==> src/hw/icache_pkg.sv <==
/*
  geometry and shared types for the 4-way instruction cache
  16 sets of 16-byte blocks; fetch addresses are word aligned
  block word i sits at bits [32*i +: 32] of block_t
*/
package icache_pkg;

  localparam int ADDR_W          = 32;
  localparam int WORD_W          = 32;
  localparam int WAYS            = 4;
  localparam int SETS            = 16;
  localparam int WORDS_PER_BLOCK = 4;
  localparam int BLOCK_W         = WORD_W * WORDS_PER_BLOCK;

  // address split is tag | index | word select | byte
  localparam int OFFSET_W = 4;
  localparam int INDEX_W  = 4;
  localparam int TAG_W    = ADDR_W - INDEX_W - OFFSET_W;
  localparam int WAY_W    = 2;
  localparam int PLRU_W   = WAYS - 1;

  typedef logic [ADDR_W-1:0]     addr_t;
  typedef logic [WORD_W-1:0]     word_t;
  typedef logic [BLOCK_W-1:0]    block_t;
  typedef logic [TAG_W-1:0]      tag_t;
  typedef logic [INDEX_W-1:0]    index_t;
  typedef logic [OFFSET_W-3:0]   word_sel_t;
  typedef logic [WAY_W-1:0]      way_t;
  typedef logic [WAYS-1:0]       way_mask_t;
  typedef logic [PLRU_W-1:0]     plru_t;

  // fetch entry held in TL or TV
  typedef struct packed {
    addr_t addr;
  } fetch_s;

  // one block write seen by tags, data and plru alike
  typedef struct packed {
    logic   we;
    index_t index;
    way_t   way;
    tag_t   tag;
    block_t block;
  } fill_s;

  typedef struct packed {
    logic   rd;
    index_t index;
  } lookup_s;

  typedef enum logic [1:0] {
    s_ready,
    s_req,
    s_release,
    s_replay
  } ctrl_state_e;

endpackage

==> src/hw/icache_tag_array.sv <==
/*
  tag store and valid bits for four ways
  read is registered on lookup_i.rd; compare runs in the TL cycle
  valid bits clear on reset; tags are only meaningful when valid
*/
`timescale 1ns/1ps

module icache_tag_array (
  input  logic                  clk_i,
  input  logic                  reset_i,
  input  icache_pkg::lookup_s   lookup_i,
  input  icache_pkg::fill_s     fill_i,
  input  icache_pkg::tag_t      tag_i,
  output icache_pkg::way_mask_t hit_mask_o,
  output icache_pkg::way_mask_t valid_mask_o
);
  import icache_pkg::*;

  tag_t      tag_mem [WAYS][SETS];
  way_mask_t valid_r [SETS];
  tag_t      tag_rd_r [WAYS];
  way_mask_t valid_rd_r;

  always_ff @(posedge clk_i) begin
    for (int w = 0; w < WAYS; w++) begin
      if (lookup_i.rd) begin
        tag_rd_r[w] <= tag_mem[w][lookup_i.index];
      end
      if (fill_i.we && fill_i.way == way_t'(w)) begin
        tag_mem[w][fill_i.index] <= fill_i.tag;
      end
    end
  end

  always_ff @(posedge clk_i) begin
    if (reset_i) begin
      for (int s = 0; s < SETS; s++) begin
        valid_r[s] <= '0;
      end
      valid_rd_r <= '0;
    end else begin
      if (lookup_i.rd) begin
        valid_rd_r <= valid_r[lookup_i.index];
      end
      if (fill_i.we) begin
        valid_r[fill_i.index][fill_i.way] <= 1'b1;
      end
    end
  end

  // per-way compare against the TL tag
  always_comb begin
    for (int w = 0; w < WAYS; w++) begin
      hit_mask_o[w] = valid_rd_r[w] && (tag_rd_r[w] == tag_i);
    end
  end

  assign valid_mask_o = valid_rd_r;

  // fill never duplicates a resident tag within a set
  a_one_hit: assert property (@(posedge clk_i) disable iff (reset_i)
    $onehot0(hit_mask_o));

endmodule

==> config.mk <==
export PLATFORM = sky130hd
export DESIGN_NAME = icache_tag_array
export DESIGN_NICKNAME = d
export VERILOG_FILES = /design/src/hw/icache_pkg.sv /design/src/hw/icache_tag_array.sv
export SDC_FILE = /design/constraint.sdc
export NUM_CORES = 1
export LEC_CHECK = 0
export ABC_CLOCK_PERIOD_IN_PS = 5390
export BUFFER_PORTS_ARGS = -buffer_cell sky130_fd_sc_hd__buf_2
export CAP_MARGIN = 40
export CORE_ASPECT_RATIO = 1.75
export CORE_MARGIN = 5
export CORE_UTILIZATION = 39
export DETAILED_ROUTE_END_ITERATION = 12
export HOLD_SLACK_MARGIN = 0.06
export MAX_ROUTING_LAYER = met4
export PLACE_DENSITY = 0.53
export SYNTH_ARGS = -nofsm -noshare
export SYNTH_HDL_FRONTEND = slang
export SYNTH_SLANG_ARGS = --single-unit
==> constraint.sdc <==
create_clock -name clk_i -period 5.39 [get_ports clk_i]
set_input_delay 0.539 -clock clk_i [delete_from_list [all_inputs] [get_ports clk_i]]
set_output_delay 0.539 -clock clk_i [all_outputs]
set_load 0.05 [all_outputs]
==> flow_metrics.env <==
export IMPL_reg2reg_slack_ns=3.67
export IMPL_total_power_mw=26.4
export IMPL_final_setup_tns_ns=0
export IMPL_ctsResizeCount=0
export IMPL_cts_sinks=1700
export IMPL_worstHoldPathCells=1
export IMPL_ys_seq_area_frac=0.783
export IMPL_maxSlewViolCount=0
export IMPL_postLayoutCoreUtil=0.446
export IMPL_preCtsSetupSlack_ns=2.10
export IMPL_place_gp_congestion=0.764
export IMPL_period_share=0.643
export IMPL_rows=197
export IMPL_final_layout_size_suffix_gt1_frac=0.309
export IMPL_arrival_ns=2.93
export IMPL_htreeDepth=4
export IMPL_clock_fmax_mhz=288
export IMPL_final_cell_mix="edfxtp_1, mux4_2, clkbuf_16"
export IMPL_port_buffers=69
export IMPL_synth_flop_cell="edfxtp_1"
export IMPL_hold_start="fill_i[129]"
export IMPL_busiest_layer="met2"
export IMPL_cap_violations=0
export IMPL_hold_class="primary input to register"
export IMPL_vias_per_cell=5.53
export IMPL_io_pins=198
export IMPL_drt_total_wl_um=169000
export IMPL_r2r_end="tag_rd_r[0][14]"
export IMPL_setup_slack_ns=1.92
export IMPL_synth_edf_count=1632
export IMPL_status="finished clean"
export IMPL_worstReg2RegStart="tag_mem[0][86]"
export IMPL_worstPathMaxFanout=1
export IMPL_syn_avg_cell_area_um2=23.5
export IMPL_cts_buffers=154
export IMPL_grt_pass1_vias=31200
export IMPL_areaGrowthSynthToFinish_pct=13.9
export IMPL_first_pass_iters=5
export IMPL_die_h_um=547
export IMPL_hold_viol_final=0
export IMPL_rsz0062_at_grt="no"
export IMPL_core_area_um2=164000
export IMPL_use_met1=0.242
export IMPL_antenna_found_initial=15
export IMPL_clk_latency_ns=0.78
export IMPL_nNetsFinal=3140
export IMPL_synth_seq_cells=1700
export IMPL_skew_ns=0.0289
export IMPL_nFillCells=13700
export IMPL_worstMarginPinSlew_ns=0.990
export IMPL_synth_fp_nets=2924
export IMPL_peakVddDrop_mv=0.204
export IMPL_grt_max_degree=102
export IMPL_grt_usage=0.200
export IMPL_start_kind="register"
export IMPL_yosysWarnings=0
export IMPL_wire_per_inst_um=32.1
export IMPL_start_util=0.391
export IMPL_met2_usage=0.351
export IMPL_synthArstFlopShare=0
export IMPL_met3_usage=0.0333
export IMPL_ctsHoldBuffers=0
export IMPL_cts_tree="built"
export IMPL_r2r_cells=2
export IMPL_postCtsSetupBuffers=0
export IMPL_final_common_cell="edfxtp_1"
export IMPL_dr_total_vias=29100
export IMPL_required_ns=4.85
export IMPL_critPathKind="register to primary output"
export IMPL_setup_viol=0
export IMPL_drtAntennaViolNets=0
export IMPL_route_detailed_drc=0
export IMPL_synthDistinctLibCells=28
export IMPL_netlist_area_um2=64400
export IMPL_cts_root_buf="clkbuf_16"
export IMPL_hold_path_endpoint="tag_mem[1][361]"
export IMPL_cellLeakagePower_nw=22.6
export IMPL_maxSlewHeadroom=0.340
export IMPL_pwr_density_cell_nw_per_um2=360
export IMPL_grt_overflow=0
export IMPL_clockBufferDepth=4
export IMPL_hold_ws_ns=0.215
export IMPL_fp_dieW_um=317
export IMPL_grt_pass1_wl_um=236000
export IMPL_hpwl_um=94300
export IMPL_end_kind="primary output"
export IMPL_fin_crit_ns=3.47
export IMPL_postSynthCellCount=2734
export IMPL_dieArea_um2=174000
export IMPL_path_clk_slew_ns=0.06
export IMPL_first_iter_violations=2580
Yosys cell counts, types with 11 or more instances:
library cell / n / share of area
buf_1: 11 / 0.00064
buf_2: 18 / 0.0014
buf_4: 26 / 0.0030
clkbuf_1: 70 / 0.0041
dfxtp_1: 68 / 0.021
edfxtp_1: 1632 / 0.76
mux2i_1: 32 / 0.0050
mux4_2: 480 / 0.17
nand2_1: 16 / 0.00093
nand3_1: 17 / 0.0013
nand4_1: 13 / 0.0013
nor2_1: 194 / 0.011
nor4_1: 16 / 0.0016
xnor2_1: 36 / 0.0049
xor2_1: 60 / 0.0082
kinds of logic after synthesis:
logic type             count (synthesis)  share of synthesized area
AO/OA/AOI/OAI                         12                    0.00124
XOR/XNOR                              96                     0.0131
buffers and inverters                131                     0.0102
flip-flops                          1700                      0.783
multiplexers                         512                      0.173
AND/OR/NAND/NOR                      283                     0.0200
layout make-up:
cell class / count / area [um^2] / area share
Tap cell: 2189 / 2740 / 0.0374
Clock inverter: 77 / 588 / 0.00802
Timing Repair Buffer: 191 / 1740 / 0.0238
Clock buffer: 188 / 4020 / 0.0549
Multi-Input combinational cell: 903 / 13800 / 0.188
Sequential cell: 1700 / 50400 / 0.687
Antenna cell: 17 / 42.5 / 0.000580
sequential cells by signal, indices dropped and copies added, names as in the netlist:
| register | count |
|---|---|
| valid_r | 64 |
| tag_rd_r | 96 |
| valid_mask_o | 4 |
| tag_mem | 1536 |
per-stage QoR:
step	cell area, um^2	std cells
after global placement	68200	4961
final	73300	5265
after CTS	73300	5247
after floorplan	64400	2734
after global routing	73300	5258
after detailed placement	68700	4982
critical path, cell delays in order (launching register included):
cell and delay [ns]:
edfxtp_1 0.41, xor2_1 0.18, nor4_1 0.36, nand3_1 0.12
nor4_1 0.54, buf_2 0.27, buf_2 0.28
where the power goes:
part,total (mW),internal (mW),switching [mW]
Combinational,1.30,0.526,0.775
Clock,10.4,5.70,4.66
Sequential,14.7,14.6,0.0771
Total,26.4,20.9,5.51
worst max-delay path by stage:
stage,startpoint,cells after the start,to
6_report,tag_rd_r[0][16],6,hit_mask_o[0]
5_1_grt,tag_rd_r[1][8],6,hit_mask_o[1]
4_1_cts,tag_rd_r[1][8],6,hit_mask_o[1]
3_5_place_dp,lookup_i[0],4,tag_rd_r[0][23]
3_3_place_gp,tag_i[8],6,hit_mask_o[1]
2_1_floorplan,tag_i[17],4,hit_mask_o[1]
per-layer routing:
metal  wire length [um]  vias up
met3               9670      231
li1                   -    12000
met2              91300      895
met5                  0        -
met4               4140        0
met1              63600    16000
Power figures use the tool's default switching activity.
