### src/hw/icache_pkg.sv
/*
  geometry and shared types for the 4-way instruction cache
  16 sets of 16-byte blocks; fetch addresses are word aligned
  block word i sits at bits [32*i +: 32] of block_t
*/
package icache_pkg;

  localparam int ADDR_W          = 32;
  localparam int WORD_W          = 32;
  localparam int WAYS            = 4;
  localparam int SETS            = 16;
  localparam int WORDS_PER_BLOCK = 4;
  localparam int BLOCK_W         = WORD_W * WORDS_PER_BLOCK;

  // address split is tag | index | word select | byte
  localparam int OFFSET_W = 4;
  localparam int INDEX_W  = 4;
  localparam int TAG_W    = ADDR_W - INDEX_W - OFFSET_W;
  localparam int WAY_W    = 2;
  localparam int PLRU_W   = WAYS - 1;

  typedef logic [ADDR_W-1:0]     addr_t;
  typedef logic [WORD_W-1:0]     word_t;
  typedef logic [BLOCK_W-1:0]    block_t;
  typedef logic [TAG_W-1:0]      tag_t;
  typedef logic [INDEX_W-1:0]    index_t;
  typedef logic [OFFSET_W-3:0]   word_sel_t;
  typedef logic [WAY_W-1:0]      way_t;
  typedef logic [WAYS-1:0]       way_mask_t;
  typedef logic [PLRU_W-1:0]     plru_t;

  // fetch entry held in TL or TV
  typedef struct packed {
    addr_t addr;
  } fetch_s;

  // one block write seen by tags, data and plru alike
  typedef struct packed {
    logic   we;
    index_t index;
    way_t   way;
    tag_t   tag;
    block_t block;
  } fill_s;

  typedef struct packed {
    logic   rd;
    index_t index;
  } lookup_s;

  typedef enum logic [1:0] {
    s_ready,
    s_req,
    s_release,
    s_replay
  } ctrl_state_e;

endpackage

### src/hw/icache_plru.sv
/*
  tree pseudo-LRU, three bits per set, cleared on reset
  bit 0 picks the half, bit 1 picks in ways 0-1, bit 2 in ways 2-3
  victim is valid in the TL cycle of the set last looked up
*/
`timescale 1ns/1ps

module icache_plru (
  input  logic                  clk_i,
  input  logic                  reset_i,
  input  icache_pkg::lookup_s   lookup_i,
  input  icache_pkg::fill_s     fill_i,
  input  icache_pkg::way_mask_t hit_mask_i,
  output icache_pkg::way_t      victim_way_o
);
  import icache_pkg::*;

  plru_t  bits_r [SETS];
  index_t index_r;
  logic   rd_r;
  way_t   hit_way;
  plru_t  cur;

  // point every node on the path away from way w
  function automatic plru_t touch(plru_t bits, way_t w);
    plru_t upd;
    upd    = bits;
    upd[0] = ~w[1];
    if (w[1]) begin
      upd[2] = ~w[0];
    end else begin
      upd[1] = ~w[0];
    end
    return upd;
  endfunction

  always_comb begin
    hit_way = '0;
    for (int w = 0; w < WAYS; w++) begin
      if (hit_mask_i[w]) begin
        hit_way = way_t'(w);
      end
    end
  end

  assign cur          = bits_r[index_r];
  assign victim_way_o = cur[0] ? {1'b1, cur[2]} : {1'b0, cur[1]};

  always_ff @(posedge clk_i) begin
    if (lookup_i.rd) begin
      index_r <= lookup_i.index;
    end
  end

  always_ff @(posedge clk_i) begin
    if (reset_i) begin
      rd_r <= 1'b0;
      for (int s = 0; s < SETS; s++) begin
        bits_r[s] <= '0;
      end
    end else begin
      rd_r <= lookup_i.rd;
      if (rd_r && |hit_mask_i) begin
        bits_r[index_r] <= touch(cur, hit_way);
      end
      if (fill_i.we) begin
        bits_r[fill_i.index] <= touch(bits_r[fill_i.index], fill_i.way);
      end
    end
  end

endmodule

### config.mk
export PLATFORM = sky130hd
export DESIGN_NAME = icache_plru
export DESIGN_NICKNAME = d
export VERILOG_FILES = /design/src/hw/icache_pkg.sv /design/src/hw/icache_plru.sv
export SDC_FILE = /design/constraint.sdc
export NUM_CORES = 1
export LEC_CHECK = 0
export ABC_CLOCK_PERIOD_IN_PS = 5400
export BUFFER_PORTS_ARGS = -buffer_cell sky130_fd_sc_hd__clkbuf_2
export CAP_MARGIN = 40
export CORE_UTILIZATION = 30
export CTS_BUF_LIST = sky130_fd_sc_hd__clkbuf_16
export DETAILED_ROUTE_END_ITERATION = 7
export SETUP_SLACK_MARGIN = 0.15
export SYNTH_ARGS = -nofsm -noshare
export SYNTH_HDL_FRONTEND = slang
export SYNTH_SLANG_ARGS = --single-unit
### constraint.sdc
create_clock -name clk_i -period 5.4 [get_ports clk_i]
set_input_delay 0.27 -clock clk_i [delete_from_list [all_inputs] [get_ports clk_i]]
set_output_delay 0.27 -clock clk_i [all_outputs]
set_load 0.02 [all_outputs]
==> results.yml <==
clock_network:
  cts_tree: "yes"
  htree_num_levels: 3
  cts-buffers-inserted: 9
  ctsRootBufferMaster: "sky130_fd_sc_hd__clkbuf_16"
  clkSlewWorstSetupHoldPaths_ns: 0.05
  number_of_buffers_inserted_by_hold_repair_at_cts: 0
  cts_resized: 0
  cts.sinks: 57
  insertion_delay_ns: 0.33
  postCtsSetupRepairBufs: 0
  cts_buffer_depth: 2
timing:
  totalNegativeSetupSlack_ns: 0
  whs_ns: 0.129
  worst-slew-pin-transition_ns: 0.833
  timing.final.crit_period_ns: 2.59
  grt_setup_unrepaired: "false"
  setup_viol_count_final: 0
  timing.slew.headroom_pct: 44.5
  drv_slew: 0
  achievable-frequency_mhz: 387
  timing.final.hold_violations: 0
  fin_crit_sh_pct: 47.9
  clock_skew_ns: 0.00443
global_route:
  grt_util_all_layers_pct: 16.5
  grt_start_max_net_pins: 36
  grt_first_pass_wirelength_um: 13800
  overflow: 0
  grt_pass1_vias: 2491
  initial_antenna_violation_count: 0
die:
  starting_density_of_the_core_pct: 31.5
  io-pin-count: 172
  dieHeight_um: 107
  design.die.area_sq_mm: 0.0115
  die_width_um: 107
  fp.coreArea_sq_mm: 0.0105
  rows: 37
place:
  finalWeightedCongestion: 0.798
  place_hpwl_um: 6050
  io_buffer_count: 19
synth:
  synth_cell_type_count: 40
  yosysSeqAreaShare_pct: 50.2
  flop_and_latch_count_out_of_synthesis: 57
  syn_area_sq_mm: 0.00331
  synth_fp_nets: 477
  synthDominantCellAreaShare_pct: 47.2
  synth_largest_area_cell: "sky130_fd_sc_hd__edfxtp_1"
  synth.avg_cell_area_sq_um: 10.8
  syn_inst: 307
  yosys-top-cells-area: "sky130_fd_sc_hd__edfxtp_1 (47%), sky130_fd_sc_hd__o22ai_1 (9.1%), sky130_fd_sc_hd__mux4_2 (8.2%)"
  ys_warns: 0
pwr:
  post-layout-total-power_w: 0.00127
  vdd_drop_max_mv: 0.196
  power_density_mw_per_mm2: 334
  cellLeakagePower_nw: 1.28
routing:
  first_pass_iters: 5
  post-route-drc-count: 0
  antenna_violating_nets_post_route: 0
  routed_via_density: 5.70
  number_of_violations_reported_at_the_end_of_detailed_routing_iteration_0: 332
  drt-total-wl_um: 8890
  route.vias.total: 2618
  routed_length_per_placed_instance_um: 19.4
worst_setup_path:
  timing.critical_path.required_ns: 5.41
  start_kind: "register"
  critical_path_class: "reg2reg"
  critical_path_peak_fanout: 8
  end_kind: "register"
  cp_data_arrival_time_ns: 2.59
finish:
  layout_commonest_cell: "sky130_fd_sc_hd__nand2_1"
  drive_above_1_share_pct: 20.7
  n_fill_cell: 1031
  syn_to_final_growth_pct: 14.8
  most-common-layout-cells: "sky130_fd_sc_hd__nand2_1 (60), sky130_fd_sc_hd__edfxtp_1 (52), sky130_fd_sc_hd__o22ai_1 (48), sky130_fd_sc_hd__o21ai_0 (34), sky130_fd_sc_hd__clkbuf_2 (19)"
  num-nets-final: 488
  number_of_diodes: 0
job:
  drv_cap: 0
min_path:
  hold_class: "in2reg"
outcome:
  run_status: "finished clean"
-- Yosys cell counts --
cell type / n
sky130_fd_sc_hd__mux2_2: 2
sky130_fd_sc_hd__nand3b_1: 1
sky130_fd_sc_hd__nand3_1: 4
sky130_fd_sc_hd__o22ai_1: 48
sky130_fd_sc_hd__a22o_1: 3
sky130_fd_sc_hd__mux2_4: 1
sky130_fd_sc_hd__a21oi_1: 11
sky130_fd_sc_hd__or2_2: 1
sky130_fd_sc_hd__a2111oi_4: 3
sky130_fd_sc_hd__xor2_1: 3
sky130_fd_sc_hd__buf_6: 3
sky130_fd_sc_hd__dfxtp_1: 5
sky130_fd_sc_hd__a21o_2: 1
sky130_fd_sc_hd__mux2i_1: 1
sky130_fd_sc_hd__nor2b_1: 11
sky130_fd_sc_hd__nor4bb_1: 1
sky130_fd_sc_hd__buf_1: 3
sky130_fd_sc_hd__nand2_2: 4
sky130_fd_sc_hd__nor3_1: 1
sky130_fd_sc_hd__and2_0: 1
sky130_fd_sc_hd__or4_1: 1
sky130_fd_sc_hd__clkbuf_1: 11
sky130_fd_sc_hd__inv_1: 4
sky130_fd_sc_hd__o21ai_0: 34
sky130_fd_sc_hd__mux4_2: 12
sky130_fd_sc_hd__a21oi_2: 1
sky130_fd_sc_hd__nor3b_1: 1
sky130_fd_sc_hd__xnor2_1: 1
sky130_fd_sc_hd__buf_4: 1
sky130_fd_sc_hd__nand2b_1: 1
sky130_fd_sc_hd__nor2_1: 6
sky130_fd_sc_hd__nor3_2: 1
sky130_fd_sc_hd__a211o_2: 4
sky130_fd_sc_hd__and2_1: 2
sky130_fd_sc_hd__a22oi_1: 2
sky130_fd_sc_hd__nand2_1: 60
sky130_fd_sc_hd__a221oi_2: 1
sky130_fd_sc_hd__buf_2: 3
sky130_fd_sc_hd__nor4b_1: 1
sky130_fd_sc_hd__edfxtp_1: 52
-- final timing paths --
path                                      startpoint                       to  slack, ns  cells past startpoint
worst min register to register  index_r[2]$_DFFE_PP_                 register       0.66                      1
worst min-delay path                     lookup_i[3]     index_r[3]$_DFFE_PP_       0.13                      1
worst max register to register  index_r[1]$_DFFE_PP_  bits_r[13][1]$_DFFE_PP_       2.81                      5
worst max-delay path            index_r[1]$_DFFE_PP_  bits_r[13][1]$_DFFE_PP_       2.81                      5
-- per-layer routing --
metal	wire length [um]	part of all wire (%)	global-route usage, %
met1	3810	43	21.7
met2	4110	46	25.3
met3	805	9.1	4.98
met4	160	1.8	6.75
met5	0	0	0
-- metrics by stage --
stage          area, sq um  setup WS, ns  util [%]  cells
6_report              3800          2.81      36.2    459
4_1_cts               3800          2.85      36.2    459
3_5_place_dp          3490          2.70      33.2    443
2_1_floorplan         3310          3.28         -    307
5_1_grt               3800          2.72      36.2    459
3_3_place_gp          3470          2.54      33.1    442
-- kinds of logic (layout without fill, tap and decap cells) --
family          after synthesis  count (layout)  share of synthesized area [%]
buf+inv                      25              41                           3.74
mux                          16              16                           9.60
flops                        57              57                           50.2
compound gates              108             108                           21.8
xor+xnor                      4               4                           1.06
simple gates                 97              97                           13.6
-- worst max-delay path: stages, from the launching register on --
cell and delay (ns):
sky130_fd_sc_hd__edfxtp_1 0.49, sky130_fd_sc_hd__xnor2_1 0.17, sky130_fd_sc_hd__and2_0 0.38, sky130_fd_sc_hd__a2111oi_4 0.85
sky130_fd_sc_hd__a21oi_1 0.21, sky130_fd_sc_hd__o21ai_0 0.16
-- registers in the layout, indices dropped and copies added, names as in the netlist, named ones only --
register  cells
bits_r       48
index_r       4
rd_r          1
-- area by class of cell --
class / instances / area (sq um) / area share (%)
clock buffer: 9 / 225 / 5.93
inverter: 4 / 15.0 / 0.395
timing repair buffer: 21 / 118 / 3.10
multi-input combinational: 225 / 1520 / 40.1
clock inverter: 7 / 86.3 / 2.27
sequential: 57 / 1660 / 43.7
tap: 136 / 170 / 4.48
-- power by group --
part	leakage [nW]	total (W)	internal [W]	switching, W
clock network	0.156	0.000601	0.000399	0.000202
logic	0.543	0.000153	0.0000549	0.0000978
registers	0.583	0.000516	0.000502	0.0000144
total	1.28	0.00127	0.000956	0.000314
Note: power is estimated with default switching activity, not from simulation.
