File: config.mk
export PLATFORM = sky130hd
export DESIGN_NAME = icache_ctrl
export DESIGN_NICKNAME = d
export VERILOG_FILES = /design/src/hw/icache_pkg.sv /design/src/hw/icache_ctrl.sv
export SDC_FILE = /design/constraint.sdc
export NUM_CORES = 1
export LEC_CHECK = 0
export ABC_AREA = 0
export BUFFER_PORTS_ARGS = -buffer_cell sky130_fd_sc_hd__buf_2
export CORE_AREA = 5 5 162 164
export CTS_BUF_LIST = sky130_fd_sc_hd__clkbuf_4 sky130_fd_sc_hd__clkbuf_8 sky130_fd_sc_hd__clkbuf_16
export CTS_CLUSTER_DIAMETER = 50
export DETAILED_ROUTE_END_ITERATION = 16
export DIE_AREA = 0 0 167 169
export PLACE_DENSITY_LB_ADDON = 0.05
export SLEW_MARGIN = 10
export SYNTH_ARGS = -nofsm -noshare
export SYNTH_HDL_FRONTEND = slang
export SYNTH_SLANG_ARGS = --single-unit
File: constraint.sdc
create_clock -name clk_i -period 4.6 [get_ports clk_i]
set_clock_uncertainty 0.2 [all_clocks]
set_input_delay 0.92 -clock clk_i [delete_from_list [all_inputs] [get_ports clk_i]]
set_output_delay 0.92 -clock clk_i [all_outputs]
set_load 0.03 [all_outputs]
File: src/hw/icache_pkg.sv
/*
  geometry and shared types for the 4-way instruction cache
  16 sets of 16-byte blocks; fetch addresses are word aligned
  block word i sits at bits [32*i +: 32] of block_t
*/
package icache_pkg;

  localparam int ADDR_W          = 32;
  localparam int WORD_W          = 32;
  localparam int WAYS            = 4;
  localparam int SETS            = 16;
  localparam int WORDS_PER_BLOCK = 4;
  localparam int BLOCK_W         = WORD_W * WORDS_PER_BLOCK;

  // address split is tag | index | word select | byte
  localparam int OFFSET_W = 4;
  localparam int INDEX_W  = 4;
  localparam int TAG_W    = ADDR_W - INDEX_W - OFFSET_W;
  localparam int WAY_W    = 2;
  localparam int PLRU_W   = WAYS - 1;

  typedef logic [ADDR_W-1:0]     addr_t;
  typedef logic [WORD_W-1:0]     word_t;
  typedef logic [BLOCK_W-1:0]    block_t;
  typedef logic [TAG_W-1:0]      tag_t;
  typedef logic [INDEX_W-1:0]    index_t;
  typedef logic [OFFSET_W-3:0]   word_sel_t;
  typedef logic [WAY_W-1:0]      way_t;
  typedef logic [WAYS-1:0]       way_mask_t;
  typedef logic [PLRU_W-1:0]     plru_t;

  // fetch entry held in TL or TV
  typedef struct packed {
    addr_t addr;
  } fetch_s;

  // one block write seen by tags, data and plru alike
  typedef struct packed {
    logic   we;
    index_t index;
    way_t   way;
    tag_t   tag;
    block_t block;
  } fill_s;

  typedef struct packed {
    logic   rd;
    index_t index;
  } lookup_s;

  typedef enum logic [1:0] {
    s_ready,
    s_req,
    s_release,
    s_replay
  } ctrl_state_e;

endpackage

File: src/hw/icache_ctrl.sv
/*
  TL/TV pipeline and miss sequencing for the instruction cache
  one miss open at a time; the younger TL fetch is held and re-read
  mem_ack_i is assumed low out of reset
*/
`timescale 1ns/1ps

module icache_ctrl (
  input  logic                  clk_i,
  input  logic                  reset_i,
  input  logic                  fetch_v_i,
  input  icache_pkg::addr_t     fetch_addr_i,
  output logic                  ready_o,
  output logic                  data_v_o,
  input  icache_pkg::way_mask_t hit_mask_i,
  input  icache_pkg::way_mask_t valid_mask_i,
  input  icache_pkg::way_t      victim_way_i,
  output icache_pkg::lookup_s   lookup_o,
  output icache_pkg::fill_s     fill_o,
  output icache_pkg::tag_t      tl_tag_o,
  output icache_pkg::fetch_s    tv_addr_o,
  output logic                  miss_fill_o,
  output logic                  mem_req_o,
  output icache_pkg::addr_t     mem_addr_o,
  input  logic                  mem_ack_i,
  input  icache_pkg::block_t    mem_block_i
);
  import icache_pkg::*;

  ctrl_state_e state_r;
  logic        tl_v_r;
  fetch_s      tl_r;
  logic        tv_v_r;
  fetch_s      tv_r;
  way_mask_t   tv_hit_r;
  way_mask_t   tv_valid_r;
  way_t        tv_victim_r;
  logic        mem_req_r;
  logic        miss;
  logic        advance;
  logic        accept;
  way_t        fill_way;

  assign miss = tv_v_r & ~|tv_hit_r;
  // pipeline only moves in s_ready with no open miss
  assign advance  = (state_r == s_ready) & ~miss;
  assign ready_o  = advance;
  assign accept   = fetch_v_i & advance;
  assign data_v_o = (advance & tv_v_r) | (state_r == s_replay);

  always_comb begin
    lookup_o.rd    = accept;
    lookup_o.index = fetch_addr_i[OFFSET_W +: INDEX_W];
    // re-read the held fetch against the updated arrays
    if (state_r == s_replay) begin
      lookup_o.rd    = tl_v_r;
      lookup_o.index = tl_r.addr[OFFSET_W +: INDEX_W];
    end
  end

  assign tl_tag_o    = tl_r.addr[OFFSET_W+INDEX_W +: TAG_W];
  assign tv_addr_o   = tv_r;
  assign miss_fill_o = (state_r != s_ready);
  assign mem_req_o   = mem_req_r;
  assign mem_addr_o  = {tv_r.addr[ADDR_W-1:OFFSET_W], {OFFSET_W{1'b0}}};

  // lowest invalid way wins over the plru choice
  always_comb begin
    fill_way = tv_victim_r;
    for (int w = WAYS - 1; w >= 0; w--) begin
      if (!tv_valid_r[w]) begin
        fill_way = way_t'(w);
      end
    end
  end

  assign fill_o.we    = (state_r == s_req) & mem_ack_i;
  assign fill_o.index = tv_r.addr[OFFSET_W +: INDEX_W];
  assign fill_o.way   = fill_way;
  assign fill_o.tag   = tv_r.addr[OFFSET_W+INDEX_W +: TAG_W];
  assign fill_o.block = mem_block_i;

  always_ff @(posedge clk_i) begin
    if (reset_i) begin
      state_r   <= s_ready;
      tl_v_r    <= 1'b0;
      tv_v_r    <= 1'b0;
      mem_req_r <= 1'b0;
    end else begin
      case (state_r)
        s_ready: begin
          if (miss) begin
            state_r   <= s_req;
            mem_req_r <= 1'b1;
          end else begin
            tl_v_r <= accept;
            tv_v_r <= tl_v_r;
          end
        end
        s_req: begin
          if (mem_ack_i) begin
            mem_req_r <= 1'b0;
            state_r   <= s_release;
          end
        end
        s_release: begin
          if (!mem_ack_i) begin
            state_r <= s_replay;
          end
        end
        s_replay: begin
          // missed fetch answers this cycle
          tv_v_r  <= 1'b0;
          state_r <= s_ready;
        end
        default: state_r <= s_ready;
      endcase
    end
  end

  always_ff @(posedge clk_i) begin
    if (advance) begin
      if (accept) begin
        tl_r.addr <= fetch_addr_i;
      end
      tv_r        <= tl_r;
      tv_hit_r    <= hit_mask_i;
      tv_valid_r  <= valid_mask_i;
      tv_victim_r <= victim_way_i;
    end
  end

  a_req_held: assert property (@(posedge clk_i) disable iff (reset_i)
    (state_r == s_req && !mem_ack_i) |=> mem_req_o);

  a_addr_stable: assert property (@(posedge clk_i) disable iff (reset_i)
    mem_req_o |=> (!mem_req_o || $stable(mem_addr_o)));

endmodule

==> run_results.csv, run 1 <==
group,metric,value,unit
outcome,status,"finished, final reports clean",
drt,route.detailed.drc,0,
sta,fmax,0.298,GHz
finish,fin_area,4270,sq um
sta,worst_slack,1.25,ns
finish,num_antenna_cells,0,
sta,drv_slew,0,
finish,multi_input_area,360,sq um
synthesis,netlist_instances,340,
critical_path,worstPathRequired,3.48,ns
grt,antenna_found_initial,2,
clock_network,cts_buffers,9,
sta,worst_slew_pin_slew,0.891,ns
clock_network,cts_resized,0,
critical_path,startpoint,"state_r[0]",
drt,via_count,2015,
die,io_pins,430,
clock_network,cts_num_sinks,79,
synthesis,synthesis.area,4280,sq um
sta,rsz0062_at_grt,"no",
clock_network,cts_hold_buf,0,
critical_path,cp-end-kind,"output pin",
sta,finalCriticalPeriod,3.35,ns
clock_network,clk_latency,0.33,ns
critical_path,reg2reg_slack,1.66,ns
finish,fillers,2717,
finish,fin_nets,489,
critical_path,reg2regPathDepth,5,
sta,finalCritPeriodShare,72.9,%
die,die_area,28200,sq um
finish,seqCellArea,2320,sq um
drt,wire_per_inst,27.3,microns
synthesis,synth_top_cell_by_area,"edfxtp_1",
grt,grt_use_total,11.8,%
grt,first_global_vias,2236,
place,place_congestion,0.736,
synthesis,synth_top_area_share,51.9,%
die,core,24700,sq um
drt,drtAntennaViolNets,0,
clock_network,cts_root_buffer,"clkbuf_16",
hold_path,hold_class,"reg -> reg",
clock_network,tritoncts,"yes",
hold_path,hold_depth,0,
critical_path,endpoint,"lookup_o[4]",
clock_network,post_cts_buffers,0,
sta,setup_viol,0,
clock_network,clkTransAtPathRegs,0.06,ns
power,p_leak,1.79,nW
synthesis,yosysUniqueCellTypes,31,
place,place_ws,1.52,ns
power,powerDensity,434,nW/um^2
die,die_h,169,microns
drt,firstDrtPassIters,4,
grt,grt.overflow.total,0,
place,dpl.hpwl,15100,microns
place,placed_area,3970,sq um
drt,drt_iter0_drc,57,
die,initial_core_util,17.3,%
synthesis,ys_seq_area_share,54.3,%
critical_path,worstPathMaxFanout,23,
power,design_power_total,1.86,mW
drt,wl,17600,microns
die,die_w,167,microns
sta,setup_tns,0,ns
synthesis,avgSynthCellArea,12.6,sq um
synthesis,synthTopCellsByArea,"edfxtp_1 (52%), buf_4 (37%), dfxtp_1 (2.3%)",
sta,whs,0.224,ns
drt,viasPerCell,3.12,
run,cap_violations,0,
finish,drive_gt1_share,62.3,%
critical_path,r2r-end,"tl_r[19]",
place,io_buffers,169,
clock_network,clockBufferDepth,2,
sta,hold_violations,0,
clock_network,htree_levels,3,
sta,max_slew_margin,40.6,%
critical_path,timing.rr.start,"state_r[0]",
die,rows,58,
critical_path,cp.arrival,2.23,ns
finish,syn2layout_area_growth,-0.146,%
synthesis,synth_seq_cells,79,
critical_path,critPathKind,"reg -> out",
synthesis,synth_warnings,0,
power,ir_drop,0.000130,V
critical_path,startpoint_type,"flip-flop",
grt,grt_pass1_wl,22200,microns
grt,grt_max_degree,33,
layout by cell type, fill, tap and decap left out:
cell type,count
inv_1,5
a21boi_0,1
clkbuf_4,3
and2_1,2
buf_4,1
o21ai_0,1
and2b_1,1
a311oi_1,1
dfxtp_1,5
clkinvlp_4,1
nor3_2,1
inv_2,1
o2111a_1,1
clkbuf_16,9
and2_2,1
bufinv_16,1
or2b_1,1
nand2_1,4
edfxtp_1,74
mux2i_1,2
o311a_1,1
a21oi_4,1
o221ai_2,1
clkinv_4,1
a21o_1,1
or3_4,1
inv_6,1
mux2_2,4
o31ai_1,1
conb_1,4
a211o_1,1
nand2b_1,5
a21oi_1,2
buf_2,169
a31o_2,1
ha_1,4
o21a_1,1
nor2_1,1
sequential cells by signal, summed over array words and instances, names as in the netlist, 2 cells and up:
name	flops
tv_victim_r	2
state_r	2
tv_addr_o	32
tv_valid_r	4
tl_r	32
tv_hit_r	4
logic make-up (layout without fill, tap and decap cells):
logic type / after synthesis / in the layout / synth area share (%)
buf+inv: 219 / 192 / 37.8
other cells: 1 / 4 / 0.0876
flops: 79 / 79 / 54.3
fa+ha+maj: 4 / 4 / 1.17
compound gates: 14 / 14 / 2.72
mux: 6 / 6 / 1.52
simple gates: 17 / 17 / 2.46
synth_stat cells (all sizes together):
library cell	instances
a211o	1
a21boi	1
a21o	1
a21oi	3
a311oi	1
a31o	1
and2	3
and2b	1
buf	212
clkbuf	1
conb	1
dfxtp	5
edfxtp	74
ha	4
inv	6
mux2	4
mux2i	2
nand2	4
nand2b	5
nor2	1
nor3	1
o2111a	1
o21a	1
o21ai	1
o221ai	1
o311a	1
o31ai	1
or2b	1
or3	1
routing by layer:
metal,vias to the layer above,track usage (%),share of wire [%]
met4,4,5.62,3.5
met5,-,0.522,0.19
met2,217,19.3,48
met3,35,11.6,22
met1,900,9.07,26
li1,859,-,-
final cells by class:
type	count	share of cell area (%)
Multi-Input combinational cell	45	8.43
Clock inverter	4	1.29
Tap cell	330	9.66
Inverter	6	0.527
Clock buffer	12	5.80
Timing Repair Buffer	170	20.0
Sequential cell	79	54.3
worst min path at each step:
| stage | from | to | slack, ns |
|---|---|---|---|
| after floorplan | tl_r[0] | tv_addr_o[0] | 0.20 |
| final | tl_r[3] | tv_addr_o[3] | 0.22 |
| after detailed placement | tl_r[3] | tv_addr_o[3] | 0.21 |
| after global routing | tl_r[2] | tv_addr_o[2] | 0.24 |
| after CTS | tl_r[3] | tv_addr_o[3] | 0.22 |
| after global placement | tl_r[3] | tv_addr_o[3] | 0.20 |
critical path, stage by stage (launching register included):
cell	delay, ns
dfxtp_1	0.34
inv_1	0.09
ha_1	0.29
inv_2	0.10
a21oi_4	0.64
a31o_2	0.25
buf_2	0.19
where the power goes:
part | internal, mW | switching [mW] | leakage [nW]
combinational | 0.0658 | 0.192 | 0.844
sequential | 0.834 | 0.0279 | 0.797
clock | 0.442 | 0.295 | 0.148
metrics by stage:
step,instances,utilization (%)
4_1_cts,646,17.3
5_1_grt,646,17.3
3_5_place_dp,630,16.0
2_1_floorplan,343,-
3_3_place_gp,630,16.0
6_report,646,17.3
Note: power is estimated with default switching activity, not from simulation.
==> run 2, diff against run 1 <==
- clock period: 4.6 -> 3.4 ns (I/O delays scaled with it)
==> run_results.csv, run 2 (synthesis gave the netlist of run 1 again) <==
group,metric,value,unit
finish,num_antenna_cells,0,
clock_network,clk_latency,0.34,ns
grt,grt_max_degree,26,
grt,grt_use_total,11.5,%
finish,layout_common_cells,"buf_2 (169), edfxtp_1 (74), clkbuf_16 (9)",
critical_path,worstPathMaxFanout,15,
clock_network,cts_resized,0,
finish,drive_gt1_share,62.3,%
clock_network,cts_buffers,9,
die,initial_core_util,17.3,%
drt,via_count,2049,
sta,finalCriticalPeriod,2.91,ns
clock_network,htree_levels,3,
outcome,status,"finished, final reports clean",
grt,grt_pass1_wl,21600,microns
sta,worst_slew_pin_slew,0.509,ns
clock_network,cts_root_buffer,"clkbuf_16",
power,ir_drop,0.000193,V
finish,finish.utilization,17.4,%
critical_path,cp.arrival,2.03,ns
place,place_congestion,0.751,
sta,hold_violations,0,
finish,final_cell_count_no_fill,646,
place,dp_cells,632,
sta,finalCritPeriodShare,85.5,%
sta,drv_slew,0,
die,io_pins,430,
critical_path,startpoint_type,"flip-flop",
die,die_area,28200,sq um
sta,fmax,0.344,GHz
run,cap_violations,0,
place,dpl.hpwl,14800,microns
grt,grt.overflow.total,0,
clock_network,tritoncts,"yes",
place,io_buffers,169,
clock_network,clockBufferDepth,2,
drt,wire_per_inst,26.5,microns
critical_path,worstPathRequired,2.52,ns
critical_path,cp_cell_sequence,"inv_1 -> ha_1 -> inv_2 -> a21oi_4 -> a31o_2 -> buf_2",
die,die_w,167,microns
grt,antenna_found_initial,1,
critical_path,max_stage_delay,0.42,ns
sta,rsz0062_at_grt,"no",
drt,route.detailed.drc,0,
clock_network,post_cts_buffers,0,
clock_network,cts_hold_buf,0,
critical_path,crit_slowest_cell,"a21oi_4",
sta,max_slew_margin,66.0,%
grt,first_global_vias,2185,
sta,setup_tns,0,ns
power,p_leak,1.79,nW
sta,setup_viol,0,
die,die_h,169,microns
drt,viasPerCell,3.17,
finish,fin_nets,491,
clock_network,clkTransAtPathRegs,0.06,ns
die,core,24700,sq um
critical_path,cp-end-kind,"output pin",
clock_network,cts_num_sinks,79,
die,rows,58,
drt,drtAntennaViolNets,0,
drt,wl,17100,microns
power,powerDensity,596,nW/um^2
finish,syn2layout_area_growth,0.351,%
finish,final_common_cell,"buf_2",
critical_path,critPathKind,"reg -> out",
drt,firstDrtPassIters,4,
drt,drt_iter0_drc,61,
hold_path,hold_class,"reg -> reg",
## run 2: path summary, 6_finish.rpt
check	startpoint	endpoint	slack (ns)	depth (start not counted)
hold / removal	tl_r[1]	tv_addr_o[1]	0.22	0
setup / recovery	state_r[0]	lookup_o[4]	0.49	6
hold reg to reg	tl_r[1]	tv_addr_o[1]	0.22	0
setup reg to reg	state_r[0]	tl_r[13]	0.79	6
## run 2: cell type report
| type | count | area, sq um |
|---|---|---|
| Tap cell | 330 | 413 |
| Clock buffer | 9 | 225 |
| Timing Repair Buffer | 172 | 868 |
| Clock inverter | 5 | 83.8 |
| Multi-Input combinational cell | 45 | 360 |
| Inverter | 6 | 22.5 |
| Sequential cell | 79 | 2320 |
| Fill cell | 2732 | 20500 |
## run 2: metrics by stage
step | power [mW] | area, sq um | setup slack, ns | hold slack (ns)
finish | 2.56 | 4300 | 0.493 | 0.217
global route | 2.67 | 4300 | 0.315 | 0.223
CTS | 2.62 | 4300 | 0.409 | 0.219
detailed placement | 1.54 | 3990 | 0.698 | 0.205
global placement | 1.55 | 3990 | 0.760 | 0.204
floorplan | 1.76 | 4300 | 0.151 | 0.200
## run 2: per-layer routing
layer | global-route usage, % | part of all wire [%] | up-vias
met5 | 0 | 0.076 | -
met2 | 19.1 | 50 | 252
met1 | 8.34 | 24 | 909
met4 | 3.98 | 1.7 | 2
li1 | - | - | 858
met3 | 12.8 | 24 | 28
## run 2: report_power, final
part | internal, mW | switching [mW] | total (mW)
Combinational | 0.0901 | 0.258 | 0.348
Sequential | 1.13 | 0.0380 | 1.17
Clock | 0.638 | 0.406 | 1.04
## run 2: critical path, delay by kind of cell, from the launching register on
kind | cells | cell delay [ns]
fa+ha+maj | 1 | 0.31
compound gates | 2 | 0.65
buf+inv | 3 | 0.38
flops | 1 | 0.34
==> run 3, diff against run 2 <==
- RECOVER_POWER: not set -> 25
==> run_results.csv, run 3 (synthesis gave the netlist of run 1 again) <==
group,metric,value,unit
finish,fin_nets,491,
die,rows,58,
die,initial_core_util,17.3,%
finish,drive_gt1_share,60.8,%
clock_network,cts_buffers,9,
finish,final_common_cell,"buf_2",
grt,grt.overflow.total,0,
sta,whs,0.217,ns
run,cap_violations,0,
clock_network,clockBufferDepth,2,
critical_path,worstPathMaxFanout,15,
clock_network,clkTransAtPathRegs,0.06,ns
sta,setup_tns,0,ns
critical_path,cp-end-kind,"output pin",
sta,drv_slew,0,
clock_network,cts_root_buffer,"clkbuf_16",
drt,drt_iter0_drc,59,
sta,finalCriticalPeriod,2.91,ns
place,place_congestion,0.751,
finish,fin_area,4290,sq um
drt,drtAntennaViolNets,0,
grt,first_global_vias,2185,
power,p_leak,1.78,nW
sta,finalCritPeriodShare,85.5,%
place,io_buffers,169,
place,placed_area,3990,sq um
grt,grt_use_total,11.5,%
clock_network,cts_resized,0,
die,core,24700,sq um
outcome,status,"finished, final reports clean",
finish,syn2layout_area_growth,0.205,%
power,powerDensity,596,nW/um^2
critical_path,critPathKind,"reg -> out",
finish,finish.utilization,17.3,%
sta,max_slew_margin,66.0,%
finish,fillers,2731,
sta,hold_violations,0,
die,io_pins,430,
grt,grt_max_degree,26,
finish,layout_common_cells,"buf_2 (164), edfxtp_1 (74), clkbuf_16 (9)",
hold_path,hold_class,"reg -> reg",
clock_network,post_cts_buffers,0,
die,die_w,167,microns
sta,worst_slew_pin_slew,0.509,ns
drt,firstDrtPassIters,4,
clock_network,cts_num_sinks,79,
critical_path,worstPathRequired,2.52,ns
sta,rsz0062_at_grt,"no",
place,place_ws,0.698,ns
drt,via_count,2044,
grt,grt_pass1_wl,21600,microns
sta,worst_slack,0.493,ns
clock_network,htree_levels,3,
drt,wl,17100,microns
sta,setup_viol,0,
grt,antenna_found_initial,1,
die,die_h,169,microns
drt,route.detailed.drc,0,
place,dpl.hpwl,14800,microns
critical_path,startpoint_type,"flip-flop",
clock_network,cts_hold_buf,0,
critical_path,cp.arrival,2.03,ns
clock_network,tritoncts,"yes",
drt,viasPerCell,3.16,
clock_network,clk_latency,0.34,ns
power,ir_drop,0.000193,V
sta,fmax,0.344,GHz
finish,num_antenna_cells,0,
drt,wire_per_inst,26.5,microns
die,die_area,28200,sq um
run 3: cell count changes in the layout (fill, tap and decap cells not counted):
cell	before	now
buf_2	169	164
clkbuf_1	0	5
run 3: metrics by stage:
step	power, mW	std cells
6_report	2.56	646
5_1_grt	2.67	646
4_1_cts	2.62	646
3_5_place_dp	1.54	632
3_3_place_gp	1.55	632
2_1_floorplan	1.76	343
run 3: worst paths after layout:
| check | start | to | slack, ns | depth (start not counted) |
|---|---|---|---|---|
| worst min register to register | tl_r[3] | tv_addr_o[3] | 0.22 | 0 |
| worst min-delay path | tl_r[3] | tv_addr_o[3] | 0.22 | 0 |
| worst max register to register | state_r[0] | tl_r[13] | 0.79 | 6 |
| worst max-delay path | state_r[0] | lookup_o[4] | 0.49 | 6 |
run 3: critical path: stages (launching register included):
cell and delay [ns]:
dfxtp_1 0.34, inv_1 0.09, ha_1 0.31, inv_2 0.10
a21oi_4 0.42, a31o_2 0.23, buf_2 0.19
run 3: cell type report:
type                       count  area (sq um)  share of cell area [%]
multi-input combinational     45           360                    8.40
sequential                    79          2320                    54.1
clock buffer                   9           225                    5.25
timing repair buffer         172           862                    20.1
clock inverter                 5          83.8                    1.95
inverter                       6          22.5                   0.525
tap                          330           413                    9.63
run 3: metal layers:
layer	part of all wire, %	track usage, %	vias up
met5	0.076	0	-
met4	1.7	3.98	2
met3	24	12.8	28
met2	50	19.1	248
met1	25	8.34	908
li1	-	-	858
run 3: report_power, final:
part           switching (mW)  internal, mW
registers              0.0377          1.13
clock network           0.407         0.638
logic                   0.258        0.0893
